**src/logic/tcu_pkg.sv**
```systemverilog
// ------------------------------
// TCU shared definitions
// Tile shape, pipeline depths,
// element types and the request
// and response structs of the
// matrix multiply core
// ------------------------------

package tcu_pkg;

    // Result tile is TC_M x TC_N, reduction depth TC_K
    localparam int TC_M = 2;
    localparam int TC_N = 2;
    localparam int TC_K = 4;

    // Operand register layout
    localparam int SUB_BLOCKS  = 2;
    localparam int BLOCK_ELEMS = TC_M * TC_K;
    localparam int REG_ELEMS   = SUB_BLOCKS * BLOCK_ELEMS;

    // Multiply, pair add, final add
    localparam int DOT_LATENCY  = 3;
    // Operand register in front of the dot units
    localparam int PIPE_LATENCY = DOT_LATENCY + 1;
    localparam int META_DEPTH   = 1 << $clog2(PIPE_LATENCY);

    typedef logic signed [7:0]  elem_t;
    typedef logic signed [31:0] acc_t;
    typedef logic [3:0]         wid_t;
    typedef logic [7:0]         tag_t;
    // Sub-block selector
    typedef logic [0:0]         step_t;

    // Travels alongside the data, 12 bits
    typedef struct packed {
        wid_t wid;
        tag_t tag;
    } tcu_header_t;

    typedef struct packed {
        tcu_header_t                  header;
        step_t                        step_m;
        step_t                        step_n;
        elem_t [REG_ELEMS-1:0]        a_reg;
        // Columns stored contiguously
        elem_t [REG_ELEMS-1:0]        b_reg;
        acc_t  [TC_M*TC_N-1:0]        c_reg;
    } tcu_req_t;

    // Tile is row-major, index i * TC_N + j
    typedef struct packed {
        tcu_header_t                  header;
        acc_t  [TC_M*TC_N-1:0]        d_tile;
    } tcu_rsp_t;

endpackage

```
**src/logic/tcu_dot_unit.sv**
```systemverilog
// ------------------------------
// TCU dot-product unit
// Three-stage signed K-way dot
// product plus accumulator,
// wrapping at 32 bits
// ------------------------------

`timescale 1ns/100ps

module tcu_dot_unit (
    input  logic                                  clk,
    input  logic                                  reset,
    input  logic                                  enable,
    input  tcu_pkg::elem_t [tcu_pkg::TC_K-1:0]    a_row,
    input  tcu_pkg::elem_t [tcu_pkg::TC_K-1:0]    b_col,
    input  tcu_pkg::acc_t                         c_val,
    output tcu_pkg::acc_t                         d_val
);

    // Stage 1, full-precision products
    logic signed [15:0] prod [tcu_pkg::TC_K];
    tcu_pkg::acc_t      c_s1;

    // Stage 2, one extra bit for the pair add
    logic signed [16:0] pair_sum [tcu_pkg::TC_K/2];
    tcu_pkg::acc_t      c_s2;

    always_ff @(posedge clk) begin
        if (reset) begin
            prod <= '{default: '0};
            c_s1 <= '0;
        end else if (enable) begin
            for (int k = 0; k < tcu_pkg::TC_K; k++) begin
                prod[k] <= $signed(a_row[k]) * $signed(b_col[k]);
            end
            c_s1 <= c_val;
        end
    end

    always_ff @(posedge clk) begin
        if (reset) begin
            pair_sum <= '{default: '0};
            c_s2     <= '0;
        end else if (enable) begin
            for (int p = 0; p < tcu_pkg::TC_K / 2; p++) begin
                pair_sum[p] <= 17'(prod[2*p]) + 17'(prod[2*p+1]);
            end
            c_s2 <= c_s1;
        end
    end

    // Stage 3, sign-extend partials and wrap on overflow
    always_ff @(posedge clk) begin
        if (reset) begin
            d_val <= '0;
        end else if (enable) begin
            d_val <= tcu_pkg::acc_t'(pair_sum[0])
                   + tcu_pkg::acc_t'(pair_sum[1])
                   + c_s2;
        end
    end

endmodule

```
**config.mk**
```make
export PLATFORM = sky130hd
export DESIGN_NAME = tcu_dot_unit
export DESIGN_NICKNAME = d
export VERILOG_FILES = /design/src/logic/tcu_pkg.sv /design/src/logic/tcu_dot_unit.sv
export SDC_FILE = /design/constraint.sdc
export NUM_CORES = 1
export LEC_CHECK = 0
export BUFFER_PORTS_ARGS = -buffer_cell sky130_fd_sc_hd__buf_2
export CAP_MARGIN = 30
export CORE_MARGIN = 2
export CORE_UTILIZATION = 41
export CTS_CLUSTER_SIZE = 30
export DETAILED_ROUTE_END_ITERATION = 7
export GPL_TIMING_DRIVEN = 0
export PLACE_DENSITY = 0.6
export SLEW_MARGIN = 25
export SYNTH_ARGS = -nofsm -noshare
export SYNTH_HDL_FRONTEND = slang
export SYNTH_SLANG_ARGS = --single-unit
```
**constraint.sdc**
```tcl
create_clock -name clk -period 6 [get_ports clk]
set_clock_uncertainty 0.2 [all_clocks]
set_input_delay 0.9 -clock clk [delete_from_list [all_inputs] [get_ports clk]]
set_output_delay 0.9 -clock clk [all_outputs]
set_load 0.05 [all_outputs]
```
==> results.json <==
{
  "outcome": "complete, no violations",
  "endpoint_kind": "flop",
  "placed_cells": 3113,
  "synth.distinct_cells": 70,
  "synth-seq-cells": 194,
  "multi_input_area_sq_mm": 0.0151,
  "grt_pass1_wl_um": 87900,
  "ios": 131,
  "p_seq_share_pct": 21.5,
  "cts_buffer_depth": 2,
  "initial_core_util_pct": 41.3,
  "grt.overflow.total": 0,
  "maxCapViolCount": 0,
  "instances_no_fill": 3145,
  "clk_pin_slew_ns": 0.07,
  "fmax_mhz": 199,
  "antennaDiodeCount": 0,
  "drt_iter0_drc": 1121,
  "path_max_fanout": 8,
  "synth_edf_count": 0,
  "final_hold_viol_count": 0,
  "pwr-share-comb_pct": 64.7,
  "maxSlewHeadroom_pct": 30.7,
  "slew_violations": 0,
  "die_y_um": 228,
  "dr_wl_met3_um": 2400,
  "hold_class": "flop to flop",
  "crit_arrival_ns": 5.12,
  "hold_buffers": 0,
  "switchingPower_mw": 3.83,
  "synth_top_flop_cell": "dfxtp_1",
  "drc": 0,
  "seq_area_sq_mm": 0.00389,
  "maxUsedRoutingLayer": "met4",
  "setup_viol_count_final": 0,
  "worstMarginPinSlew_ns": 1.04,
  "ys_top_cells_by_area": "fa_1, dfxtp_1, ha_1",
  "yosysWarnings": 0,
  "die_w_um": 228,
  "areaGrowthSynthToFinish_pct": 10.0,
  "synth_top_area_share_pct": 24.8,
  "syn-cell-area_sq_mm": 0.0205,
  "crit_type": "input pin to flop",
  "ys_seq_area_share_pct": 18.9,
  "nets": 2992,
  "postCtsSetupBuffers": 0,
  "wire_per_inst_um": 17.3,
  "num_vias": 16300,
  "met1Wirelength_um": 23800,
  "numCtsBuffers": 17,
  "dpl.hpwl_um": 44600,
  "grt_pass1_vias": 16500,
  "antenna_found_initial": 0,
  "yosys.area.top_type": "fa_1",
  "intPower_mw": 4.30,
  "fin_crit_ns": 5.02,
  "fillCellCount": 4891,
  "grt_max_degree": 18,
  "async_flop_share_pct": 0,
  "wirelength_um": 54400,
  "clk-insertion-delay-late_ns": 0.44,
  "ant_nets": 0,
  "htree_levels": 4,
  "clock_sinks": 194,
  "pwr-share-clk_pct": 13.8,
  "vias_per_cell": 5.17,
  "sw_frac_of_total_pct": 47.1,
  "post_cts_resized": 0,
  "synthCells": 2310,
  "wl_met2_um": 26000,
  "clockRootBuffer": "clkbuf_16",
  "mostFrequentLayoutCells": "inv_1, fa_1, dfxtp_1",
  "drive_gt1_share_pct": 7.48,
  "p_leak_nw": 10.8,
  "track_usage_pct": 21.1,
  "final_common_cell": "inv_1",
  "place_congestion": 0.928,
  "tritoncts": "built",
  "post-route-period-util_pct": 83.7,
  "syn_avg_cell_area_sq_um": 8.89,
  "die-area_sq_mm": 0.0519,
  "crit_required_ns": 6.09,
  "powerDensity_mw_per_mm2": 360,
  "port-buffer-count": 130,
  "startpoint_type": "input pin",
  "rows": 82,
  "peakVddDrop_uv": 191,
  "dr.pass1.iters": 5,
  "fin_tns_setup_ns": 0,
  "synth_nets": 2842,
  "grt_setup_unrepaired": "no",
  "core_area_sq_mm": 0.0498
}
## per-stage QoR
| stage | power [mW] | setup WS, ns | util (%) | hold WS [ns] | area [sq um] |
|---|---|---|---|---|---|
| after floorplan | 5.72 | 0.947 | - | 0.232 | 20500 |
| after global placement | 6.91 | 0.500 | 44.3 | 0.235 | 22000 |
| after detailed placement | 7.00 | 0.475 | 44.3 | 0.247 | 22000 |
| after CTS | 8.16 | 0.929 | 45.4 | 0.267 | 22600 |
| after global routing | 8.93 | 0.737 | 45.4 | 0.299 | 22600 |
| final | 8.13 | 0.978 | 45.4 | 0.260 | 22600 |
## registers in the layout, indices dropped and copies added (netlist names)
register  cells
c_s1         32
pair_sum     34
c_s2         32
d_val        32
prod         64
## layout make-up
class / count / area share (%)
tap: 672 / 3.72
timing repair buffer: 131 / 2.93
buffer: 66 / 1.14
inverter: 346 / 5.75
multi-input combinational: 1704 / 66.8
clock buffer: 22 / 2.01
sequential: 194 / 17.2
clock inverter: 10 / 0.443
## critical path, stage by stage
cell and delay, ns:
buf_2 0.16, nand2b_1 0.19, fa_1 0.52, fa_1 0.54
inv_1 0.05, fa_1 0.55, inv_1 0.06, fa_1 0.53
inv_1 0.04, ha_1 0.31, o21ai_0 0.09, nor2_1 0.09
o41ai_1 0.43, a21oi_1 0.19, a31oi_1 0.23, xnor2_1 0.14
o21ai_0 0.09
## per-layer routing
layer | GRT usage [%] | vias up
met4 | 8.22 | 0
met5 | 0 | -
met2 | 36.3 | 391
met3 | 2.13 | 89
li1 | - | 7908
met1 | 27.4 | 7880
## power groups by stage
stage / Combinational, mW / Sequential (mW) / Clock, mW
after floorplan: 3.84 / 1.87 / 0
after global placement: 5.14 / 1.77 / 0
after detailed placement: 5.22 / 1.78 / 0
after CTS: 5.28 / 1.75 / 1.13
after global routing: 5.97 / 1.78 / 1.18
final: 5.26 / 1.75 / 1.12
## path summary, 6_finish.rpt
kind / startpoint / endpoint / slack [ns] / cells past startpoint
setup / recovery: a_row[24] / prod[15] / 0.98 / 17
hold / removal: d_val[21] / d_val[21] / 0.26 / 2
setup reg to reg: pair_sum[0] / d_val[19] / 2.01 / 13
hold reg to reg: d_val[21] / d_val[21] / 0.26 / 2
## cell families after synthesis
| group | count (synthesis) | synth area share [%] |
|---|---|---|
| xor gates and xnor gates | 63 | 2.69 |
| muxes | 111 | 5.44 |
| buffers and inverters | 412 | 7.57 |
| DFF | 194 | 18.9 |
| and+or+nand+nor | 744 | 18.3 |
| AOI/OAI and AO/OA | 353 | 11.4 |
| adders and majority gates | 433 | 35.7 |
## cell usage after synthesis (5+ instances only)
master,n
inv_1,345
fa_1,254
dfxtp_1,194
nor2_1,186
ha_1,179
and2_1,169
nand2_1,144
mux2i_1,107
a21oi_1,93
nor3_1,66
o21ai_0,60
clkbuf_1,50
nor2b_1,46
xnor2_1,46
nand3_1,43
a211oi_1,33
a21o_1,33
o21a_1,29
xor2_1,17
a31oi_1,16
o211ai_1,15
nand2b_1,14
or3_1,13
nand4_1,12
buf_1,11
nand3b_1,11
a211o_1,8
and3_1,8
o21bai_1,8
or4_1,8
a221o_1,7
or2_2,6
a21boi_0,5
Note: power is estimated with default switching activity, not from simulation.
