===== src/logic/tcu_pkg.sv =====
// ------------------------------
// TCU shared definitions
// Tile shape, pipeline depths,
// element types and the request
// and response structs of the
// matrix multiply core
// ------------------------------

package tcu_pkg;

    // Result tile is TC_M x TC_N, reduction depth TC_K
    localparam int TC_M = 2;
    localparam int TC_N = 2;
    localparam int TC_K = 4;

    // Operand register layout
    localparam int SUB_BLOCKS  = 2;
    localparam int BLOCK_ELEMS = TC_M * TC_K;
    localparam int REG_ELEMS   = SUB_BLOCKS * BLOCK_ELEMS;

    // Multiply, pair add, final add
    localparam int DOT_LATENCY  = 3;
    // Operand register in front of the dot units
    localparam int PIPE_LATENCY = DOT_LATENCY + 1;
    localparam int META_DEPTH   = 1 << $clog2(PIPE_LATENCY);

    typedef logic signed [7:0]  elem_t;
    typedef logic signed [31:0] acc_t;
    typedef logic [3:0]         wid_t;
    typedef logic [7:0]         tag_t;
    // Sub-block selector
    typedef logic [0:0]         step_t;

    // Travels alongside the data, 12 bits
    typedef struct packed {
        wid_t wid;
        tag_t tag;
    } tcu_header_t;

    typedef struct packed {
        tcu_header_t                  header;
        step_t                        step_m;
        step_t                        step_n;
        elem_t [REG_ELEMS-1:0]        a_reg;
        // Columns stored contiguously
        elem_t [REG_ELEMS-1:0]        b_reg;
        acc_t  [TC_M*TC_N-1:0]        c_reg;
    } tcu_req_t;

    // Tile is row-major, index i * TC_N + j
    typedef struct packed {
        tcu_header_t                  header;
        acc_t  [TC_M*TC_N-1:0]        d_tile;
    } tcu_rsp_t;

endpackage


===== src/logic/tcu_result_collect.sv =====
// ------------------------------
// TCU result stage
// Tracks requests in flight,
// queues their headers, drives
// both handshakes and the stall
// enable, and packs the result
// ------------------------------

`timescale 1ns/100ps

module tcu_result_collect (
    input  logic                                             clk,
    input  logic                                             reset,
    input  logic                                             in_valid,
    output logic                                             in_ready,
    input  tcu_pkg::tcu_header_t                             in_header,
    input  tcu_pkg::acc_t [tcu_pkg::TC_M*tcu_pkg::TC_N-1:0]  d_vals,
    output logic                                             enable,
    output logic                                             out_valid,
    input  logic                                             out_ready,
    output tcu_pkg::tcu_rsp_t                                out_rsp
);

    logic in_fire;
    logic out_fire;

    // One bit per pipeline slot, bit 0 is the output slot
    logic [tcu_pkg::PIPE_LATENCY-1:0] delay_line;

    tcu_pkg::tcu_header_t                  meta_mem [tcu_pkg::META_DEPTH];
    logic [$clog2(tcu_pkg::META_DEPTH)-1:0] wr_ptr;
    logic [$clog2(tcu_pkg::META_DEPTH)-1:0] rd_ptr;
    logic [$clog2(tcu_pkg::META_DEPTH):0]   meta_count;
    logic                                  meta_full;
    logic                                  meta_empty;

    assign in_fire  = in_valid && in_ready;
    assign out_fire = out_valid && out_ready;

    // Whole pipeline freezes while a result waits
    assign enable    = !out_valid || out_ready;
    assign in_ready  = enable && !meta_full;
    assign out_valid = delay_line[0];

    always_ff @(posedge clk) begin
        if (reset) begin
            delay_line <= '0;
        end else begin
            if (enable) begin
                delay_line <= delay_line >> 1;
            end
            if (in_fire) begin
                delay_line[tcu_pkg::PIPE_LATENCY-1] <= 1'b1;
            end
        end
    end

    // Header queue
    assign meta_full  = (meta_count == tcu_pkg::META_DEPTH);
    assign meta_empty = (meta_count == '0);

    always_ff @(posedge clk) begin
        if (in_fire) begin
            meta_mem[wr_ptr] <= in_header;
        end
    end

    always_ff @(posedge clk) begin
        if (reset) begin
            wr_ptr     <= '0;
            rd_ptr     <= '0;
            meta_count <= '0;
        end else begin
            if (in_fire) begin
                wr_ptr <= wr_ptr + 1'b1;
            end
            if (out_fire) begin
                rd_ptr <= rd_ptr + 1'b1;
            end
            case ({in_fire, out_fire})
                2'b10:   meta_count <= meta_count + 1'b1;
                2'b01:   meta_count <= meta_count - 1'b1;
                default: meta_count <= meta_count;
            endcase
        end
    end

    // Head entry lines up with the dot-unit outputs
    assign out_rsp.header = meta_mem[rd_ptr];
    assign out_rsp.d_tile = d_vals;

    // Queue occupancy always equals the requests in flight
    a_meta_tracks_delay: assert property (
        @(posedge clk) disable iff (reset) meta_count == $countones(delay_line)
    );
    a_no_pop_empty: assert property (
        @(posedge clk) disable iff (reset) out_fire |-> !meta_empty
    );
    a_out_stable: assert property (
        @(posedge clk) disable iff (reset)
        out_valid && !out_ready |=> out_valid && $stable(out_rsp)
    );
    a_valid_has_meta: assert property (
        @(posedge clk) disable iff (reset) out_valid |-> !meta_empty
    );

endmodule


===== config.mk =====
export PLATFORM = sky130hd
export DESIGN_NAME = tcu_result_collect
export DESIGN_NICKNAME = d
export VERILOG_FILES = /design/src/logic/tcu_pkg.sv /design/src/logic/tcu_result_collect.sv
export SDC_FILE = /design/constraint.sdc
export NUM_CORES = 1
export LEC_CHECK = 0
export ABC_AREA = 1
export BUFFER_PORTS_ARGS = -buffer_cell sky130_fd_sc_hd__buf_2
export CORE_AREA = 2 2 110 112
export CTS_CLUSTER_SIZE = 25
export DETAILED_ROUTE_END_ITERATION = 6
export DIE_AREA = 0 0 112 114
export GPL_ROUTABILITY_DRIVEN = 0
export SLEW_MARGIN = 10
export SYNTH_ARGS = -nofsm -noshare
export SYNTH_HDL_FRONTEND = slang
export SYNTH_SLANG_ARGS = --single-unit
export TNS_END_PERCENT = 30

===== constraint.sdc =====
create_clock -name clk -period 3.75 [get_ports clk]
set_clock_uncertainty 0.05 [all_clocks]
set_input_delay 0.1875 -clock clk [delete_from_list [all_inputs] [get_ports clk]]
set_output_delay 0.1875 -clock clk [all_outputs]
set_load 0.02 [all_outputs]

==> flow_summary.ini, run 1 <==
[grt]
grt_pass1_wl_um = 15750
antenna_found_initial = 0
grt_use_total_pct = 18.42
grt_pass1_vias = 1755
gr-total-overflow = 0
grt_max_degree = 26

[drt]
m1WireLength_um = 2502
wl_met3_um = 4296
via_per_inst = 4.674
drtIter0Drc = 117
vias = 1804
dr.max_layer_used = met5
wirelength_um = 12260
dr_wl_met2_um = 5152
antenna_left = 0
wl_per_cell_um = 31.77
dr.pass1.iters = 4
drcViolationCount = 0

[timing]
worst_pin_slew_ns = 1.107
setup_viol = 0
fin_setup_tns_ns = 0
finalCritPeriodShare_pct = 63.00
rsz0062_at_grt = false
fin_hold_ws_ns = 0.02004
drv_slew = 0
slew_headroom_pct = 25.93
min_period_ns = 2.362
fin_ws_ns = 1.388
hold_viol = 0
fmax_mhz = 423.3

[synthesis]
synth.net_count = 477
ys_ff_latch = 61
synth.avg_cell_area_um2 = 10.30
synth_warnings = 0
syn_area_mm2 = 0.003369
yosysSeqAreaShare_pct = 50.50
netlist_instances = 327
netlist-cell-type-count = 20

[floorplan]
ios = 287
core_area_mm2 = 0.01171
rows = 40
dieArea_mm2 = 0.01277
die_y_um = 114
fp.dieW_um = 112
initial_utilization_pct = 28.77

[critical_path]
r2r_end = meta_mem[1][5]
critPathKind = flop to primary output
cp.required_ns = 3.51
r2r_start = meta_count[0]
critPathArrivalTime_ns = 2.12
reg2reg_depth = 4
crit_fanout = 25
startpoint_type = flop
r2r_slack_ns = 1.80
endpoint_kind = primary output

[clocking]
cts_tree = done
hold_buffers = 0
cts_buffers = 9
clock_latency_ns = 0.32
clockBufferDepth = 2
clockRootBuffer = clkbuf_16
ctsHtreeMaxLevel = 3
cts-resized-gates = 0
path_clk_slew_ns = 0.05
post-cts-setup-buffer-count = 0
clock_sinks = 61

[min_path]
hold_end = delay_line[3]
min_path_type = input pin to flop
worstHoldStart = reset
whs_path_depth = 2

[layout]
utilization_pct = 25.59
syn_to_final_growth_pct = -11.07
layout_common_cells = 48 x edfxtp_1, 40 x nor2_1, 30 x buf_2, 17 x inv_1, 17 x o21ai_1
final_common_cell = edfxtp_1
antennaDiodeCount = 0
final_layout_size_suffix_gt1_share_pct = 22.18
nNetsFinal = 384

[placed_design]
dp_slack_ns = 1.700
dpl.hpwl_um = 10280
portBuffers = 30

[status]
status = finished, final reports clean

[power]
vdd_drop_max_v = 0.0002567
p_per_area_mw_per_mm2 = 565.4
p_leak_nw = 1.122

[job]
maxCapViolCount = 0
==> per-layer routing <==
metal / GRT usage [%] / vias up
li1: - / 765
met1: 10.80 / 775
met2: 25.29 / 237
met3: 31.51 / 21
met4: 5.366 / 6
met5: 7.059 / -
==> worst max-delay path: stages, from the launching register on <==
cell and delay (ns):
dfxtp_1 0.87, inv_2 0.38, o21ai_0 0.25, o22ai_1 0.12, buf_2 0.18
==> through the flow <==
| stage | power, mW | instance area, um^2 | std cells |
|---|---|---|---|
| 2_1_floorplan | 1.051 | 3369 | 327 |
| 3_3_place_gp | 0.8939 | 2695 | 370 |
| 3_5_place_dp | 0.8974 | 2695 | 370 |
| 4_1_cts | 1.709 | 2997 | 386 |
| 5_1_grt | 1.749 | 2997 | 386 |
| 6_report | 1.694 | 2997 | 386 |
==> worst max-delay path by stage <==
stage                              from             to  slack [ns]  cells after the start
after global routing               flop   out_rsp[136]        1.13                      4
after floorplan           delay_line[0]  meta_count[2]        1.88                     11
final                              flop   out_rsp[136]        1.39                      4
after detailed placement           flop   out_rsp[136]        1.70                      4
after global placement             flop   out_rsp[135]        1.77                      4
after CTS                          flop   out_rsp[136]        1.36                      4
==> registers in the layout, indices dropped and copies added (netlist names), named ones only <==
register and cells:
rd_ptr 2, meta_mem 48, wr_ptr 2, delay_line 4, meta_count 3
==> cell type report <==
| type | instances | area, um^2 |
|---|---|---|
| clock buffers | 9 | 225.2 |
| inverters | 21 | 78.83 |
| well taps | 147 | 183.9 |
| flip-flops and latches | 61 | 1702 |
| multi-input cells | 111 | 580.6 |
| clock inverters | 7 | 76.32 |
| repair buffers | 30 | 150.1 |
| fillers | 1266 | 8715 |
==> power by group <==
part	internal (mW)	total [mW]	leakage, nW	switching (mW)
clock network	0.515	0.813	0.142	0.298
registers	0.763	0.776	0.547	0.0122
logic	0.0321	0.106	0.434	0.0734
total	1.31	1.69	1.12	0.383
==> logic make-up (layout without fill, tap and decap cells) <==
kind of cell | Yosys count | in the layout | share of synthesized area [%]
XOR/XNOR | 1 | 1 | 0.2600
AO/OA/AOI/OAI | 47 | 47 | 7.427
flip-flops | 61 | 61 | 50.50
buffers and inverters | 155 | 67 | 32.27
adder cells (fa/ha/maj) | 6 | 6 | 2.451
AND/OR/NAND/NOR | 57 | 57 | 7.092
==> cell usage after synthesis (all sizes together) <==
| cell type | n | area, um^2 |
|---|---|---|
| a21oi | 6 | 30.03 |
| buf | 134 | 1008 |
| dfxtp | 13 | 260.3 |
| edfxtp | 48 | 1441 |
| fa | 1 | 20.02 |
| ha | 5 | 62.56 |
| inv | 21 | 78.82 |
| nand2 | 13 | 53.80 |
| nand3 | 2 | 22.52 |
| nand4 | 2 | 12.51 |
| nor2 | 40 | 150.1 |
| o21ai | 29 | 145.1 |
| o22ai | 12 | 75.07 |
| xor2 | 1 | 8.760 |
No activity file was read; power rests on OpenSTA's default activity.
==> run 2, diff against run 1 <==
--- a/config.mk
+++ b/config.mk
@@ -5,12 +5,12 @@
 export SDC_FILE = /design/constraint.sdc
 export NUM_CORES = 1
 export LEC_CHECK = 0
-export ABC_AREA = 1
+export ABC_AREA = 0
 export BUFFER_PORTS_ARGS = -buffer_cell sky130_fd_sc_hd__buf_2
-export CORE_AREA = 2 2 110 112
+export CORE_AREA = 2 2 113 115
 export CTS_CLUSTER_SIZE = 25
 export DETAILED_ROUTE_END_ITERATION = 6
-export DIE_AREA = 0 0 112 114
+export DIE_AREA = 0 0 115 117
 export GPL_ROUTABILITY_DRIVEN = 0
 export SLEW_MARGIN = 10
 export SYNTH_ARGS = -nofsm -noshare
==> constraint.sdc (replaced) <==
create_clock -name clk -period 2 [get_ports clk]
set_clock_uncertainty 0.05 [all_clocks]
set_input_delay 0.1 -clock clk [delete_from_list [all_inputs] [get_ports clk]]
set_output_delay 0.1 -clock clk [all_outputs]
set_load 0.02 [all_outputs]
==> run 2 against run 1 <==
Largest cell class unchanged; the run now ends with negative setup slack left; critical path depth rose by 5; critical path type is now flop to flop; combinational power rose by 130%; core utilization rose by 0.39 points; area after synthesis fell by 2.0%; non-clock buffer count rose by 22.
==> flow_summary.ini, run 2 <==
[timing]
worst_pin_slew_ns = 0.6408
min_period_ns = 2.108
finalCritPeriodShare_pct = 105.4
setup_viol = 1
fin_setup_tns_ns = -0.1079
hold_viol = 0
fmax_mhz = 474.4
fin_ws_ns = -0.1079
drv_slew = 0
fin_hold_ws_ns = 0.006314
slew_headroom_pct = 57.28
rsz0062_at_grt = true

[layout]
regMostFlops = meta_mem
nNetsFinal = 339
final_common_cell = edfxtp_1
largest_registers = meta_mem x48, delay_line x4, meta_count x3
final_layout_size_suffix_gt1_share_pct = 42.78
syn_to_final_growth_pct = -3.108
fill_cells = 1249
utilization_pct = 25.98
largest_register_ffs = 48
layout_common_cells = 48 x edfxtp_1, 30 x buf_2, 12 x mux4_2, 12 x dlygate4sd3_1, 11 x dfxtp_1
multi_input_area_um2 = 614.3
seq_area_mm2 = 0.001704

[drt]
via_per_inst = 4.322
dr.pass1.iters = 4
drcViolationCount = 0
vias = 1491
drtIter0Drc = 80
wl_per_cell_um = 30.26
antenna_left = 0
wirelength_um = 10440

[critical_path]
critPathKind = flop to flop
crit_fanout = 2
startpoint_type = flop
critPathArrivalTime_ns = 2.31
cp.required_ns = 2.20
endpoint_kind = flop

[grt]
antenna_found_initial = 1
grt_use_total_pct = 15.08
grt_max_degree = 15
gr-total-overflow = 0
grt_pass1_vias = 1522
grt_pass1_wl_um = 13060

[power]
p_per_area_mw_per_mm2 = 1034
vdd_drop_max_v = 0.0004335
p_leak_nw = 1.124
p_total_mw = 3.308

[floorplan]
rows = 41
dieArea_mm2 = 0.01346
core_area_mm2 = 0.01231
ios = 287
die_y_um = 117
fp.dieW_um = 115
initial_utilization_pct = 26.81

[synthesis]
async_reset_ff_share_pct = 0
synth_top_cell_by_area = edfxtp_1
synth.avg_cell_area_um2 = 12.79
ys_ff_latch = 61
synth_top_flop_cell = edfxtp_1
netlist.area_leader.share_pct = 43.67
yosys-top-cells-count = 128 x buf_4, 48 x edfxtp_1, 13 x dfxtp_1
netlist_instances = 258
netlist-cell-type-count = 26
yosysSeqAreaShare_pct = 51.55
synth_edf_count = 48
synth_warnings = 0
synthTopCellsByArea = edfxtp_1 44%, buf_4 29%, mux4_2 8.2%, dfxtp_1 7.9%, ha_1 1.9%
syn_area_mm2 = 0.003301
synth.net_count = 408
synth_most_common_cell = buf_4

[clocking]
clock_sinks = 61
ctsHtreeMaxLevel = 3
clockRootBuffer = clkbuf_16
clockBufferDepth = 2
cts_buffers = 9
path_clk_slew_ns = 0.05
cts_tree = done
clock_latency_ns = 0.32

[status]
status = finished, violations left
violations = negative setup slack

[min_path]
min_path_type = input pin to flop

[placed_design]
dpl.hpwl_um = 8731
dp_slack_ns = -0.1417
portBuffers = 30

[job]
maxCapViolCount = 0
==> run 2: cell types whose count changed in the layout (fill, tap and decap cells not counted), moves of 3 or more <==
cell	previous run	this run
buf_4	0	10
and2_1	0	3
o21ai_0	12	1
and2_2	0	3
nand2_1	11	5
o22ai_1	12	0
mux4_2	0	12
dlygate4sd3_1	0	12
o21ai_1	17	0
inv_1	17	4
nor2_1	40	9
==> run 2: metal layers <==
layer,vias to the layer above,global-route usage [%],share of wire [%]
met5,-,0.7407,0
met4,0,4.418,1.7
met3,12,25.44,34
met2,194,20.24,41
met1,679,9.821,23
li1,606,-,-
==> run 2: cell families after synthesis <==
logic type	share of synthesized area, %
adder cells (fa/ha/maj)	2.502
flip-flops	51.55
multiplexers	8.643
AO/OA/AOI/OAI	1.137
buffers and inverters	30.63
XOR/XNOR	1.062
AND/OR/NAND/NOR	4.474
==> run 2: area by class of cell <==
class / count / area share [%]
clock buffer: 9 / 7.042
timing repair buffer: 52 / 10.80
antenna: 1 / 0.07825
multi-input combinational: 58 / 19.21
clock inverter: 7 / 2.817
inverter: 7 / 0.8998
tap: 150 / 5.869
sequential: 61 / 53.29
==> run 2: path summary, 6_finish.rpt <==
check                startpoint       endpoint  slack, ns  cells past startpoint
hold / removal         in_valid      wr_ptr[1]      0.006                      3
setup reg to reg  meta_count[1]  meta_count[2]      -0.11                      9
hold reg to reg   delay_line[1]  delay_line[1]       0.41                      2
setup / recovery  meta_count[1]  meta_count[2]      -0.11                      9
==> run 2: what timing repair did <==
action / 4_1_cts / 5_1_grt
hold buffers: 12 / 0
pin swaps: 1 / 1
gates resized for setup: 2 / 5
setup endpoints to repair: 2 / 38
hold endpoints to repair: 48 / 0
setup buffers: 1 / 0
==> run 2: stage by stage <==
step / instance area [um^2] / cells
floorplan: 3321 / 258
global placement: 2741 / 315
detailed placement: 2741 / 315
CTS: 3186 / 344
global route: 3196 / 344
finish: 3198 / 345
==> run 2: report_power, final <==
part | switching [mW] | leakage (nW) | internal, mW
registers | 0.0176 | 0.548 | 1.43
clock network | 0.535 | 0.153 | 1.08
logic | 0.131 | 0.424 | 0.109
==> run 2: worst max-delay path: stages, from the launching register on <==
cell and delay, ns:
dfxtp_2 0.32, or3b_4 0.39, and3_4 0.17, inv_4 0.06, ha_4 0.13, inv_2 0.03
fa_2 0.32, xor2_1 0.15, or3_1 0.30, a21oi_1 0.13
==> run 3, diff against run 2 <==
==> constraint.sdc (replaced) <==
create_clock -name clk -period 2 [get_ports clk]
set_clock_uncertainty 0.05 [all_clocks]
set_input_delay 0.4 -clock clk [delete_from_list [all_inputs] [get_ports clk]]
set_output_delay 0.4 -clock clk [all_outputs]
set_load 0.02 [all_outputs]
==> run 3 against run 2 <==
The flow still finishes with violations (negative setup slack); critical endpoint unchanged; total power increased by 5.1%; final cell count fell by 2.6%; cell area increased by 2.1%; critical path depth did not move; register-to-register slack worse by 0.03 ns.
==> flow_summary.ini, run 3 (same netlist as run 2, synthesis figures left out) <==
[clocking]
clock_sinks = 61
cts_buffers = 9
hold_buffers = 0
post-cts-setup-buffer-count = 0
clockBufferDepth = 2
path_clk_slew_ns = 0.06
clock_latency_ns = 0.32
cts_tree = done
clockRootBuffer = clkbuf_16
ctsHtreeMaxLevel = 3

[layout]
layout_common_cells = 48 x edfxtp_1, 25 x buf_2, 12 x mux4_2
largest_register_ffs = 48
fill_cells = 1255
regMostFlops = meta_mem
seq_area_mm2 = 0.001709
antennaDiodeCount = 0
multi_input_area_um2 = 621.8
syn_to_final_growth_pct = -1.099
utilization_pct = 26.51
stdcell_count = 336
largest_registers = meta_mem x48, delay_line x4, meta_count x3
final_layout_size_suffix_gt1_share_pct = 47.85
nNetsFinal = 331
final_common_cell = edfxtp_1

[floorplan]
fp.dieW_um = 115
die_y_um = 117
initial_utilization_pct = 26.81
dieArea_mm2 = 0.01346
ios = 287
rows = 41
core_area_mm2 = 0.01231

[drt]
wl_per_cell_um = 30.69
via_per_inst = 4.313
wirelength_um = 10310
dr.pass1.iters = 4
vias = 1449
drcViolationCount = 0
drtIter0Drc = 145
antenna_left = 0

[placed_design]
dp_slack_ns = -0.1884
dp_cells = 319
dpl.hpwl_um = 8568
portBuffers = 30

[critical_path]
startpoint_type = flop
endpoint_kind = flop
reg2reg_depth = 9
max_stage_delay_ns = 0.38
crit_slowest_cell = or3b_4
cp.required_ns = 2.20
crit_fanout = 3
critPathKind = flop to flop
critPathArrivalTime_ns = 2.34
path_cells = or3b_4 -> and3_4 -> inv_4 -> ha_4 -> inv_2 -> fa_2 -> xor2_2 -> or3_1 -> a21oi_2

[grt]
antenna_found_initial = 0
grt_use_total_pct = 15.05
gr-total-overflow = 0
grt_max_degree = 15
grt_pass1_vias = 1449
grt_pass1_wl_um = 12970

[timing]
finalCritPeriodShare_pct = 106.9
drv_slew = 0
fin_setup_tns_ns = -0.1374
slew_headroom_pct = 81.48
fmax_mhz = 467.9
fin_ws_ns = -0.1374
worst_pin_slew_ns = 0.2777
setup_viol = 1
min_period_ns = 2.137
hold_viol = 0
rsz0062_at_grt = true

[min_path]
min_path_type = input pin to flop
whs_path_depth = 1

[job]
maxCapViolCount = 0

[power]
p_leak_nw = 1.142
vdd_drop_max_v = 0.0005223
p_total_mw = 3.476
p_per_area_mw_per_mm2 = 1065

[status]
status = finished, violations left
violations = negative setup slack
[run 3: changes by cell type in the layout (fill, tap and decap cells not counted), moves of 2 or more]
cell / delta
inv_6: +2
and2_1: +3
buf_2: -5
and2_2: -3
buf_6: +5
dlygate4sd3_1: -12
dfxtp_1: -2
buf_4: -2
buf_12: +5
[run 3: worst paths after layout]
path	from	end	slack (ns)
setup reg to reg	meta_count[1]	meta_count[2]	-0.14
setup / recovery	meta_count[1]	meta_count[2]	-0.14
hold / removal	in_header[2]	meta_mem[2][2]	0.24
hold reg to reg	delay_line[1]	delay_line[1]	0.41
[run 3: through the flow]
stage               hold slack (ns)  instance area [um^2]
global route                 0.2300                  3264
detailed placement           0.4023                  2836
finish                       0.2428                  3264
global placement             0.3910                  2836
floorplan                    0.3821                  3323
CTS                          0.2261                  3221
[run 3: what timing repair did]
action	4_1_cts	5_1_grt
setup endpoints to repair	8	13
pin swaps	1	0
cloned	1	0
hold endpoints to repair	0	0
resized for setup	5	15
[run 3: report_power, final]
group / leakage (nW) / total [mW] / internal (mW) / switching [mW]
sequential: 0.549 / 1.45 / 1.43 / 0.0185
clock: 0.166 / 1.77 / 1.22 / 0.548
combinational: 0.427 / 0.256 / 0.123 / 0.133
[run 3: critical path, delay by kind of cell (launching register included)]
| family | cells | cell delay (ns) |
|---|---|---|
| and+or+nand+nor | 3 | 0.87 |
| adders and majority gates | 2 | 0.47 |
| DFF | 1 | 0.33 |
| xor gates and xnor gates | 1 | 0.15 |
| AOI/OAI and AO/OA | 1 | 0.11 |
| buffers and inverters | 2 | 0.09 |
[run 3: layout make-up]
class                           instances  area share [%]
Sequential cell                        61           52.36
Multi-Input combinational cell         58           19.05
Timing Repair Buffer                   44           11.31
Clock buffer                            9           6.899
Tap cell                              150           5.749
Clock inverter                          7           3.680
Inverter                                7          0.9582
[run 3: per-layer routing]
metal	vias to the layer above	part of all wire, %	wire length [um]	track usage [%]
met5	-	0.30	31	1.852
met4	2	2.3	242	4.177
met3	18	32	3324	25.28
met2	185	41	4262	19.49
met1	652	24	2449	10.47
li1	592	-	-	-
