[src/logic/tcu_pkg.sv]
// ------------------------------
// TCU shared definitions
// Tile shape, pipeline depths,
// element types and the request
// and response structs of the
// matrix multiply core
// ------------------------------

package tcu_pkg;

    // Result tile is TC_M x TC_N, reduction depth TC_K
    localparam int TC_M = 2;
    localparam int TC_N = 2;
    localparam int TC_K = 4;

    // Operand register layout
    localparam int SUB_BLOCKS  = 2;
    localparam int BLOCK_ELEMS = TC_M * TC_K;
    localparam int REG_ELEMS   = SUB_BLOCKS * BLOCK_ELEMS;

    // Multiply, pair add, final add
    localparam int DOT_LATENCY  = 3;
    // Operand register in front of the dot units
    localparam int PIPE_LATENCY = DOT_LATENCY + 1;
    localparam int META_DEPTH   = 1 << $clog2(PIPE_LATENCY);

    typedef logic signed [7:0]  elem_t;
    typedef logic signed [31:0] acc_t;
    typedef logic [3:0]         wid_t;
    typedef logic [7:0]         tag_t;
    // Sub-block selector
    typedef logic [0:0]         step_t;

    // Travels alongside the data, 12 bits
    typedef struct packed {
        wid_t wid;
        tag_t tag;
    } tcu_header_t;

    typedef struct packed {
        tcu_header_t                  header;
        step_t                        step_m;
        step_t                        step_n;
        elem_t [REG_ELEMS-1:0]        a_reg;
        // Columns stored contiguously
        elem_t [REG_ELEMS-1:0]        b_reg;
        acc_t  [TC_M*TC_N-1:0]        c_reg;
    } tcu_req_t;

    // Tile is row-major, index i * TC_N + j
    typedef struct packed {
        tcu_header_t                  header;
        acc_t  [TC_M*TC_N-1:0]        d_tile;
    } tcu_rsp_t;

endpackage

[src/logic/tcu_operand_select.sv]
// ------------------------------
// TCU operand stage
// Selects the A and B sub-blocks,
// gathers rows, columns and the
// accumulators, and registers
// them under the stall enable
// ------------------------------

`timescale 1ns/100ps

module tcu_operand_select (
    input  logic                                               clk,
    input  tcu_pkg::tcu_req_t                                  in_req,
    input  logic                                               enable,
    output tcu_pkg::elem_t [tcu_pkg::TC_M-1:0][tcu_pkg::TC_K-1:0] a_rows,
    output tcu_pkg::elem_t [tcu_pkg::TC_N-1:0][tcu_pkg::TC_K-1:0] b_cols,
    output tcu_pkg::acc_t  [tcu_pkg::TC_M*tcu_pkg::TC_N-1:0]      c_vals
);

    // Base element of each selected sub-block
    int unsigned a_off;
    int unsigned b_off;

    tcu_pkg::elem_t [tcu_pkg::TC_M-1:0][tcu_pkg::TC_K-1:0] a_sel;
    tcu_pkg::elem_t [tcu_pkg::TC_N-1:0][tcu_pkg::TC_K-1:0] b_sel;
    tcu_pkg::acc_t  [tcu_pkg::TC_M*tcu_pkg::TC_N-1:0]      c_sel;

    always_comb begin
        a_off = int'(in_req.step_m) * tcu_pkg::BLOCK_ELEMS;
        b_off = int'(in_req.step_n) * tcu_pkg::BLOCK_ELEMS;
    end

    // Row i of A and column j of B, K elements each
    always_comb begin
        for (int i = 0; i < tcu_pkg::TC_M; i++) begin
            for (int k = 0; k < tcu_pkg::TC_K; k++) begin
                a_sel[i][k] = in_req.a_reg[a_off + i * tcu_pkg::TC_K + k];
            end
        end
        for (int j = 0; j < tcu_pkg::TC_N; j++) begin
            for (int k = 0; k < tcu_pkg::TC_K; k++) begin
                b_sel[j][k] = in_req.b_reg[b_off + j * tcu_pkg::TC_K + k];
            end
        end
    end

    // Accumulators follow the row-major tile order
    always_comb begin
        for (int i = 0; i < tcu_pkg::TC_M; i++) begin
            for (int j = 0; j < tcu_pkg::TC_N; j++) begin
                c_sel[i * tcu_pkg::TC_N + j] = in_req.c_reg[i * tcu_pkg::TC_N + j];
            end
        end
    end

    // Pure payload, frozen while the output is stalled
    always_ff @(posedge clk) begin
        if (enable) begin
            a_rows <= a_sel;
            b_cols <= b_sel;
            c_vals <= c_sel;
        end
    end

    // An unknown step would scatter X into every dot unit
    a_step_known: assert property (
        @(posedge clk) enable |-> !$isunknown({in_req.step_m, in_req.step_n})
    );

endmodule

[config.mk]
export PLATFORM = sky130hd
export DESIGN_NAME = tcu_operand_select
export DESIGN_NICKNAME = d
export VERILOG_FILES = /design/src/logic/tcu_pkg.sv /design/src/logic/tcu_operand_select.sv
export SDC_FILE = /design/constraint.sdc
export NUM_CORES = 1
export LEC_CHECK = 0
export BUFFER_PORTS_ARGS = -buffer_cell sky130_fd_sc_hd__buf_4
export CAP_MARGIN = 20
export CORE_AREA = 2 2 254 256
export CTS_BUF_LIST = sky130_fd_sc_hd__clkbuf_4
export DETAILED_ROUTE_END_ITERATION = 7
export DIE_AREA = 0 0 256 258
export PLACE_DENSITY = 0.47
export SYNTH_ARGS = -nofsm -noshare
export SYNTH_HDL_FRONTEND = slang
export SYNTH_SLANG_ARGS = --single-unit
[constraint.sdc]
create_clock -name clk -period 1.45 [get_ports clk]
set_clock_uncertainty 0.05 [all_clocks]
set_input_delay 0.145 -clock clk [delete_from_list [all_inputs] [get_ports clk]]
set_output_delay 0.145 -clock clk [all_outputs]
set_load 0.02 [all_outputs]
==> results of run 1 <==
## metrics by stage
stage	instances	hold slack, ps
floorplan	398	194
global placement	1900	274
detailed placement	1900	274
## cells in the mapped netlist (all sizes together)
| cell | number | area (um2) |
|---|---|---|
| edfxtp | 256 | 7690 |
| mux2 | 128 | 1890 |
| buf | 14 | 263 |
## cell families after synthesis
| group | after synthesis | synth area share (%) |
|---|---|---|
| mux | 128 | 19.2 |
| buf+inv | 14 | 2.67 |
| flops | 256 | 78.1 |
==> out/qor.yml, run 1 <==
status:
  status: "stopped before the end"
  stop_stage: "clock tree synthesis"
  error: "[ERROR RSZ-0060] Max buffer count reached."
synth:
  synth_warnings: 0
  syn_inst: 398
  ys_seq_elements: 256
  syn_area_um2: 9840
  ys_seq_area_share_pct: 78.1
  synth_cell_types: 5
  avgSynthCellArea_um2: 24.7
  synth_nets: 798
clock_network:
  cts_buffers: 75
  htreeDepth: 3
  clkSinkCount: 256
  cts_hold_buffers: 408
  cts_setup_buffers: 0
  clockBufferDepth: 3
  cts_resized: 245
  cts-root-buf: "clkbuf_4"
die:
  rows: 93
  fp.dieW_um: 256
  pin_count: 656
  start_util_pct: 15.5
  chipHeight_um: 258
placed_design:
  hpwl_um: 25600
  place.gp.congestion: 0.805
  io_buffers: 643
  placed_area_um2: 15700
  pre_cts_slack_ps: 251
==> run 2, diff against run 1 <==
--- a/config.mk
+++ b/config.mk
@@ -7,11 +7,10 @@
 export LEC_CHECK = 0
 export BUFFER_PORTS_ARGS = -buffer_cell sky130_fd_sc_hd__buf_4
 export CAP_MARGIN = 20
-export CORE_AREA = 2 2 254 256
-export CTS_BUF_LIST = sky130_fd_sc_hd__clkbuf_4
+export CORE_AREA = 2 2 257 259
 export DETAILED_ROUTE_END_ITERATION = 7
-export DIE_AREA = 0 0 256 258
-export PLACE_DENSITY = 0.47
+export DIE_AREA = 0 0 259 261
+export PLACE_DENSITY_LB_ADDON = 0.15
 export SYNTH_ARGS = -nofsm -noshare
 export SYNTH_HDL_FRONTEND = slang
 export SYNTH_SLANG_ARGS = --single-unit
==> run 2 against run 1 <==
Synthesized cell count did not move. Area after synthesis did not move. The flow now finishes without violations.
==> out/qor.yml, run 2 <==
die:
  chipHeight_um: 261  # +1.2%
  pin_count: 656  # unchanged
  start_util_pct: 15.1  # -0.33 points
  die_area_um2: 67600
  fp.dieW_um: 259  # +1.2%
  rows: 94  # +1.1%
  core-area_um2: 65000
global_routing:
  antenna_found_initial: 4
  overflow: 0
  top_usage_layer: "met2"
  use_met3_pct: 3.95
  grt_pass1_vias: 8463
  grt_use_met1_pct: 10.3
  grt_usage_pct: 10.1
  grtUsageMet2_pct: 19.0
  grt_max_degree: 68
  grt_first_pass_wirelength_um: 51300
cells_and_area:
  layout-drive-gt1-share_pct: 55.7
  reg.largest.list: "c_vals (128), a_rows (64), b_cols (64)"
  final_nets: 1869
  largest-register: "c_vals"
  final_area_um2: 20600
  fin_cells: 2357
  final_common_cell: "buf_4"
  final_core_util_pct: 31.7
  final_cell_mix: "buf_4 (651), dlygate4sd3_1 (385), edfxtp_1 (256)"
  largest_reg_flops: 128
  areaGrowthSynthToFinish_pct: 109
placed_design:
  place_inst: 1912  # +0.63%
  placed_area_um2: 15800  # +0.21%
  place.gp.congestion: 0.728  # -9.5%
  io_buffers: 643  # unchanged
  hpwl_um: 27200  # +6.6%
clock_network:
  clkSinkCount: 256  # unchanged
  clk_pin_slew_ps: 50
  cts_setup_buffers: 0  # unchanged
  clockBufferDepth: 3  # unchanged
  cts-root-buf: "clkbuf_16"
  htreeDepth: 2  # -1
  tritoncts: "done"
  cts_buffers: 34  # -55%
worst_setup_path:
  cp.required_ps: 1650
  crit_type: "in2reg"
  startpoint_type: "input pin"
  cp_max_fo: 1
  cp.arrival_ps: 1650
  worst_setup_path_end_kind: "flip-flop"
synth:
  ys_seq_elements: 256  # unchanged
  synth_top_area_share_pct: 78.1  # unchanged
  synth_warnings: 0  # unchanged
  ys_seq_area_share_pct: 78.1  # unchanged
  synth_nets: 798  # unchanged
  yosysMostFrequentCell: "edfxtp_1"
  async_flop_share_pct: 0  # unchanged
  syn_inst: 398  # unchanged
  avgSynthCellArea_um2: 24.7  # unchanged
  synth_commonest_cells: "edfxtp_1 (256), mux2_4 (120), buf_12 (12)"
  synth_top_area_cell: "edfxtp_1"
  synth.area.top_cells: "edfxtp_1 (78%), mux2_4 (18%), buf_12 (2.4%)"
  syn_area_um2: 9840  # unchanged
  synth_cell_types: 5  # unchanged
  synth_edf_count: 256  # unchanged
  ys.flop_type: "edfxtp_1"
route:
  drt-total-wl_um: 36900
  drtIter0Drc: 272
  drt-wirelength-per-cell_um: 15.6
  ant_nets: 0
  vias: 7937
  avgViaCountPerCell: 3.37
  dr.pass1.iters: 6
  drc: 0
pwr:
  total_power_mw: 21.1
  ir_drop_mv: 0.709
  p_per_area_nw_per_um2: 1020
  p_leak_nw: 8.84
sta:
  rsz0062_at_grt: "true"
  tns_ps: 0
  finalSetupViolations: 0
  finalHoldViolations: 0
  tightest_slew_ps: 405
  period_share_pct: 99.8
  max_slew_margin_pct: 73.0
  finalCriticalPeriod_ps: 1450
  fmax_ghz: 0.691
  slew_violations: 0
status:
  status: "finished, final reports clean"
min_path:
  hp-class: "in2reg"
job:
  cap_violations: 0
==> run 2: kinds of logic after synthesis <==
logic type / count (synthesis) / share of synthesized area (%)
DFF: 256 / 78.1
muxes: 128 / 19.2
buffers and inverters: 14 / 2.67
==> run 2: layer usage <==
metal	part of all wire, %	vias up
li1	-	3741
met1	35	3802
met2	54	342
met3	9.1	52
met4	2.6	0
met5	0	-
==> run 2: path summary, 6_finish.rpt <==
| kind | cells past startpoint | from | to | slack [ps] |
|---|---|---|---|---|
| max | 4 | in_req[147] | b_cols[19]$_DFFE_PP_ | 2 |
| min | 3 | in_req[384] | b_cols[33]$_DFFE_PP_ | 240 |
==> run 2: per-stage QoR <==
step / hold WS (ps) / setup WS (ps)
after global routing: 207 / -25.5
after CTS: 190 / -26.9
after detailed placement: 274 / 211
after global placement: 273 / 218
final: 235 / 2.44
after floorplan: 194 / 389
==> run 2: area by class of cell <==
| class | instances | area, um2 |
|---|---|---|
| well taps | 864 | 1080 |
| repair buffers | 1049 | 8980 |
| multi-input cells | 128 | 1890 |
| flip-flops and latches | 256 | 7690 |
| diodes | 2 | 5.00 |
| fillers | 6551 | 44400 |
| clock inverters | 14 | 60.1 |
| clock buffers | 44 | 910 |
==> run 2: what timing repair did <==
| action | 4_1_cts | 5_1_grt |
|---|---|---|
| hold endpoints to repair | 262 | 0 |
| setup endpoints to repair | 2 | 2 |
| gates resized for setup | 2 | 0 |
| hold buffers | 385 | 0 |
==> run 2: power breakdown <==
| part | leakage, nW | total [mW] | internal [mW] | switching (mW) |
|---|---|---|---|---|
| logic | 5.87 | 4.44 | 2.65 | 1.80 |
| clock network | 0.472 | 7.57 | 4.39 | 3.19 |
| registers | 2.51 | 9.08 | 8.88 | 0.199 |
==> run 2: worst max-delay path, cell delays in order <==
cell           delay [ps]
dlygate4sd3_1         560
buf_4                 140
mux2_4                250
dlygate4sd3_1         550
Power figures use the tool's default switching activity.
==> run 3, diff against run 2 <==
--- a/config.mk
+++ b/config.mk
@@ -5,11 +5,12 @@
 export SDC_FILE = /design/constraint.sdc
 export NUM_CORES = 1
 export LEC_CHECK = 0
+export ABC_AREA = 1
 export BUFFER_PORTS_ARGS = -buffer_cell sky130_fd_sc_hd__buf_4
 export CAP_MARGIN = 20
-export CORE_AREA = 2 2 257 259
+export CORE_AREA = 2 2 259 261
 export DETAILED_ROUTE_END_ITERATION = 7
-export DIE_AREA = 0 0 259 261
+export DIE_AREA = 0 0 261 263
 export PLACE_DENSITY_LB_ADDON = 0.15
 export SYNTH_ARGS = -nofsm -noshare
 export SYNTH_HDL_FRONTEND = slang
==> run 3 against run 2 <==
Worst hold slack better by 40 ps. Critical path depth fell by 3. Final cell count grew 11%. Setup slack better by 48 ps. Critical path type is now reg2out. Highest routed layer unchanged.
==> out/qor.yml, run 3 <==
worst_setup_path:
  slowest_stage: "edfxtp_1"
  path_buf_inv: 1  # -2
  startpoint_type: "flip-flop"
  cp.arrival_ps: 1200  # -450 ps
  worst_setup_path_end_kind: "output port"
  slowest_delay_ps: 490  # -70 ps
  cpLargestDelayFamily: "flip-flops"
  cp.required_ps: 1250  # -400 ps
  crit_chain: "buf_6"
  cp_max_fo: 1  # unchanged
  crit_type: "reg2out"
  cp.depth: 1  # -3
clock_network:
  htreeDepth: 2  # unchanged
  clk_pin_slew_ps: 60  # about the same
  tritoncts: "done"
  clockBufferDepth: 3  # unchanged
  cts_buffers: 34  # unchanged
  cts_setup_buffers: 0  # unchanged
  cts-root-buf: "clkbuf_16"
  clkSinkCount: 256  # unchanged
synth:
  synth_warnings: 0  # unchanged
  synthSimpleGateAreaFrac_pct: 15.4  # +15 points
  synth_cell_types: 6  # +1
  synth_xor_area_share_pct: 0  # unchanged
  synth_fa_ha_area_share_pct: 0  # unchanged
  synth_commonest_cells: "nand2_1 (384), edfxtp_1 (256), buf_2 (12), clkbuf_8 (12)"
  avgSynthCellArea_um2: 14.0  # -43%
  syn_inst: 668  # +68%
  syn_area_um2: 9380  # -4.7%
  synth_top_family_by_area: "simple AND/OR/NAND/NOR gates"
  synth_top_area_cell: "edfxtp_1"
  synth_nets: 1068  # +34%
  synthMuxAreaShare_pct: 0  # -19 points
  synth_top_area_share_pct: 82.0  # +3.9 points
  ys_seq_area_share_pct: 82.0  # +3.9 points
  async_flop_share_pct: 0  # unchanged
  synth_edf_count: 256  # unchanged
  yosysMostFrequentCell: "nand2_1"
  ys.flop_type: "edfxtp_1"
  synth.area.top_cells: "edfxtp_1 (82%), nand2_1 (15%), clkbuf_8 (1.8%)"
  ys_seq_elements: 256  # unchanged
  synth_compound_gate_area_share_pct: 0  # unchanged
route:
  avgViaCountPerCell: 3.45  # +2.4%
  vias: 9027  # +14%
  dr.pass1.iters: 4  # -2
  drtIter0Drc: 390  # +43%
  drt-total-wl_um: 41500  # +13%
  ant_nets: 0  # unchanged
  drc: 0  # unchanged
  drt-wirelength-per-cell_um: 15.9  # +1.4%
sta:
  slew_violations: 0  # unchanged
  rsz0062_at_grt: "true"
  max_slew_margin_pct: 62.0  # -11 points
  finalSetupViolations: 0  # unchanged
  timing.hold.ws_ps: 275  # +39.6 ps
  finalCriticalPeriod_ps: 1400  # -48.1 ps
  fmax_ghz: 0.715  # +3.4%
  finalHoldViolations: 0  # unchanged
  period_share_pct: 96.5  # -3.3 points
  tightest_slew_ps: 571  # +165 ps
  setup_ws_ps: 50.5  # +48.1 ps
status:
  status: "finished, final reports clean"
min_path:
  min_path_cells: 2  # -1
  hp-class: "in2reg"
  hold-path-endpoint: "c_vals[39]$_DFFE_PP_"
  min_from: "in_req[39]"
cells_and_area:
  largest-register: "c_vals"
  multiInputGateArea_um2: 1440  # -24%
  final_common_cell: "buf_4"
  final_nets: 2132  # +14%
  largest_reg_flops: 128  # unchanged
  layout-drive-gt1-share_pct: 40.6  # -15 points
  ff_latch_area_um2: 7690  # unchanged
  reg.largest.list: "c_vals (128), a_rows (64), b_cols (64)"
  fillCellCount: 6866  # +4.8%
  areaGrowthSynthToFinish_pct: 117
  fin_cells: 2617  # +11%
  final_cell_mix: "buf_4 (652), dlygate4sd3_1 (385), nand2_1 (384)"
  final_core_util_pct: 31.0  # -0.74 points
  num_antenna_cells: 0  # -2
die:
  start_util_pct: 14.3  # -0.84 points
  rows: 94  # unchanged
  pin_count: 656  # unchanged
  core-area_um2: 65600  # +0.90%
  fp.dieW_um: 261  # +0.77%
  die_area_um2: 68600  # +1.5%
  chipHeight_um: 263  # +0.77%
pwr:
  p_per_area_nw_per_um2: 1060  # +3.2%
  ir_drop_mv: 0.700  # -1.3%
  total_power_mw: 21.5  # +1.7%
  p_leak_nw: 9.07  # +2.6%
global_routing:
  use_met3_pct: 2.72  # -1.2 points
  top_usage_layer: "met2"
  overflow: 0  # unchanged
  grtUsageMet2_pct: 21.3  # +2.3 points
  antenna_found_initial: 0  # -4
  grt_max_degree: 49  # -28%
  grt_pass1_vias: 9591  # +13%
  grt_use_met1_pct: 12.7  # +2.4 points
  grt_usage_pct: 11.6  # +1.4 points
  grt_first_pass_wirelength_um: 59600  # +16%
job:
  cap_violations: 0  # unchanged
placed_design:
  pre_cts_slack_ps: 210  # -1.02 ps
  place_inst: 2175  # +14%
  place.gp.congestion: 0.789  # +8.4%
  io_buffers: 643  # unchanged
  hpwl_um: 31200  # +15%
[run 3: changes by cell type after synthesis]
cell,delta
buf_4,+2
mux2_4,-120
clkbuf_8,+12
inv_2,+2
buf_12,-12
mux2_2,-8
buf_2,+12
buf_6,-2
nand2_1,+384
[run 3: cell type report]
| type | instances | share of cell area, % |
|---|---|---|
| tap | 864 | 5.32 |
| timing repair buffer | 1054 | 44.6 |
| clock inverter | 14 | 0.647 |
| inverter | 2 | 0.0370 |
| clock buffer | 43 | 4.46 |
| sequential | 256 | 37.8 |
| multi-input combinational | 384 | 7.10 |
[run 3: through the flow]
step / area (um2) / setup TNS, ps
6_report: 20300 / 0
5_1_grt: 20300 / -61.8
4_1_cts: 20300 / -58.9
3_5_place_dp: 15400 / 0
3_3_place_gp: 15400 / 0
2_1_floorplan: 9380 / 0
[run 3: what timing repair did]
item,4_1_cts,5_1_grt
endpoints found under the setup margin,2,2
endpoints found under the hold margin,269,0
pin swaps,0,0
resized for setup,2,1
cloned,0,0
hold buffers,385,0
[run 3: kinds of logic (layout without fill, tap and decap cells)]
group / count (synthesis) / after routing
flops: 256 / 256
simple gates: 384 / 384
buf+inv: 28 / 1113
[run 3: power by group]
| part | switching, mW | leakage, nW | internal, mW |
|---|---|---|---|
| clock network | 3.27 | 0.501 | 4.76 |
| registers | 0.206 | 2.50 | 8.88 |
| logic | 1.95 | 6.07 | 2.39 |
[run 3: routing by layer]
layer	share of wire, %	wire (um)
met5	0	0
met4	3.2	1330
met3	6.3	2620
met2	53	21900
met1	38	15700
[run 3: how the worst max path moves through the flow]
stage | startpoint | to | slack, ps
CTS | c_vals[87]$_DFFE_PP_ | c_vals[87] | -60
global route | c_vals[87]$_DFFE_PP_ | c_vals[87] | -60
global placement | in_req[384] | b_cols[51]$_DFFE_PP_ | 230
detailed placement | in_req[384] | b_cols[49]$_DFFE_PP_ | 210
finish | c_vals[87]$_DFFE_PP_ | c_vals[87] | 50
floorplan | in_req[385] | a_rows[0]$_DFFE_PP_ | 610
==> run 4, diff against run 3 <==
--- a/config.mk
+++ b/config.mk
@@ -12,6 +12,7 @@
 export DETAILED_ROUTE_END_ITERATION = 7
 export DIE_AREA = 0 0 261 263
 export PLACE_DENSITY_LB_ADDON = 0.15
+export RECOVER_POWER = 50
 export SYNTH_ARGS = -nofsm -noshare
 export SYNTH_HDL_FRONTEND = slang
 export SYNTH_SLANG_ARGS = --single-unit
==> constraint.sdc (replaced) <==
create_clock -name clk -period 1.7 [get_ports clk]
set_clock_uncertainty 0.05 [all_clocks]
set_input_delay 0.17 -clock clk [delete_from_list [all_inputs] [get_ports clk]]
set_output_delay 0.17 -clock clk [all_outputs]
set_load 0.02 [all_outputs]
==> run 4 against run 3 <==
Total power fell by 15%. Clock-buffer cell count did not move. Die area did not move. Final cell count rose by 0.23%. Combinational power fell by 16%. First-iteration DRC count rose by 4.1%. Worst hold slack improved by 45 ps. Cell area fell by 0.54%. Core utilization fell by 0.17 points. Flip-flop and latch count did not move. Wire length rose by 0.56%. Setup slack improved by 110 ps.
==> out/qor.yml, run 4 (same netlist as run 3, synthesis figures left out) <==
status:
  status: "finished, final reports clean"
sta:
  period_share_pct: 90.4
  finalSetupViolations: 0  # unchanged
  finalCriticalPeriod_ps: 1540
  rsz0062_at_grt: "false"
  tightest_slew_ps: 772  # +202 ps
  finalHoldViolations: 0  # unchanged
  slew_violations: 0  # unchanged
  tns_ps: 0  # unchanged
  max_slew_margin_pct: 48.5  # -13 points
  fmax_ghz: 0.651
worst_setup_path:
  cp_max_fo: 36  # +35
  worst_setup_path_end_kind: "flip-flop"
  cp.required_ps: 1860  # +610 ps
  cp.arrival_ps: 1700  # +500 ps
  crit_type: "in2reg"
  startpoint_type: "input pin"
placed_design:
  placed_area_um2: 15400  # -0.33%
  hpwl_um: 31500  # +0.91%
  io_buffers: 643  # unchanged
  place.gp.congestion: 0.786  # -0.38%
die:
  fp.dieW_um: 261  # unchanged
  chipHeight_um: 263  # unchanged
  die_area_um2: 68600  # unchanged
  start_util_pct: 14.3  # unchanged
  core-area_um2: 65600  # unchanged
  rows: 94  # unchanged
  pin_count: 656  # unchanged
cells_and_area:
  largest-register: "c_vals"
  reg.largest.list: "c_vals (128), a_rows (64), b_cols (64)"
  final_nets: 2132  # unchanged
  fillCellCount: 6808  # -0.84%
  final_cell_mix: "buf_4 (496), dlygate4sd3_1 (385), nand2_1 (384)"
  final_core_util_pct: 30.8  # -0.17 points
  largest_reg_flops: 128  # unchanged
  final_area_um2: 20200  # -0.54%
  final_common_cell: "buf_4"
  areaGrowthSynthToFinish_pct: 115
  layout-drive-gt1-share_pct: 40.4  # -0.15 points
global_routing:
  grt_max_degree: 46  # -6.1%
  grt_usage_pct: 11.7  # +0.15 points
  overflow: 0  # unchanged
  grt_pass1_vias: 9711  # +1.3%
  grt_first_pass_wirelength_um: 60300  # +1.1%
  antenna_found_initial: 3  # +3
route:
  drtIter0Drc: 406  # +4.1%
  avgViaCountPerCell: 3.48  # +1.0%
  dr.pass1.iters: 5  # +1
  ant_nets: 0  # unchanged
  vias: 9140  # +1.3%
  drt-total-wl_um: 41700  # +0.56%
  drt-wirelength-per-cell_um: 15.9  # +0.33%
  drc: 0  # unchanged
min_path:
  hp-class: "in2reg"
clock_network:
  tritoncts: "done"
  clockBufferDepth: 3  # unchanged
  clkSinkCount: 256  # unchanged
  htreeDepth: 2  # unchanged
  cts_resized: 0  # -2
  clk_pin_slew_ps: 60  # about the same
  cts-root-buf: "clkbuf_16"
  cts_setup_buffers: 0  # unchanged
  cts_buffers: 34  # unchanged
pwr:
  p_leak_nw: 8.99  # -0.87%
  p_per_area_nw_per_um2: 899  # -15%
  ir_drop_mv: 0.540  # -23%
  total_power_mw: 18.2  # -15%
job:
  cap_violations: 0  # unchanged
[run 4: cell types whose count changed in the layout (fill, tap and decap cells not counted)]
cell        delta
clkbuf_1       +4
clkinv_1       +1
buf_4        -156
buf_8          -1
diode_2        +2
clkinvlp_4     +1
clkbuf_4     +153
buf_6          -2
buf_12         -5
clkinv_2       +3
bufinv_16      -1
clkbuf_2       +7
[run 4: worst max-delay path, stage by stage]
cell	delay (ps)
dlygate4sd3_1	520
clkbuf_4	610
buf_6	330
[run 4: final cells by class]
cell class	count	area, um2	share of cell area (%)
well taps	864	1080	5.35
repair buffers	1054	8950	44.3
flip-flops and latches	256	7690	38.1
clock buffers	43	906	4.48
multi-input cells	384	1440	7.13
clock inverters	18	128	0.632
inverters	2	7.51	0.0372
diodes	2	5.00	0.0248
[run 4: through the flow]
step / instances / worst slack [ps] / hold slack, ps
after global placement: 2175 / 289 / 299
after global routing: 2623 / 79.1 / 286
after detailed placement: 2175 / 273 / 299
final: 2623 / 163 / 320
after CTS: 2621 / 157 / 248
after floorplan: 668 / 836 / 219
[run 4: final timing paths]
check	start	endpoint	slack (ps)	cells past startpoint
worst min-delay path	in_req[53]	c_vals[53]$_DFFE_PP_	320	2
worst max-delay path	enable	c_vals[117]$_DFFE_PP_	160	3
[run 4: where the power goes]
group | leakage, nW | internal, mW | switching, mW
registers | 2.50 | 7.58 | 0.176
clock network | 0.500 | 3.93 | 2.82
logic | 5.99 | 1.99 | 1.66
[run 4: routing by layer]
| layer | vias to the layer above | track usage (%) | share of wire [%] |
|---|---|---|---|
| li1 | 4403 | - | - |
| met1 | 4338 | 12.7 | 37 |
| met2 | 327 | 21.7 | 53 |
| met3 | 72 | 3.00 | 6.9 |
| met4 | 0 | 4.45 | 3.2 |
| met5 | - | 0 | 0 |
[run 4: timing repair]
item,CTS,global route
hold buffers,385,0
setup endpoints to repair,0,0
endpoints found under the hold margin,261,0
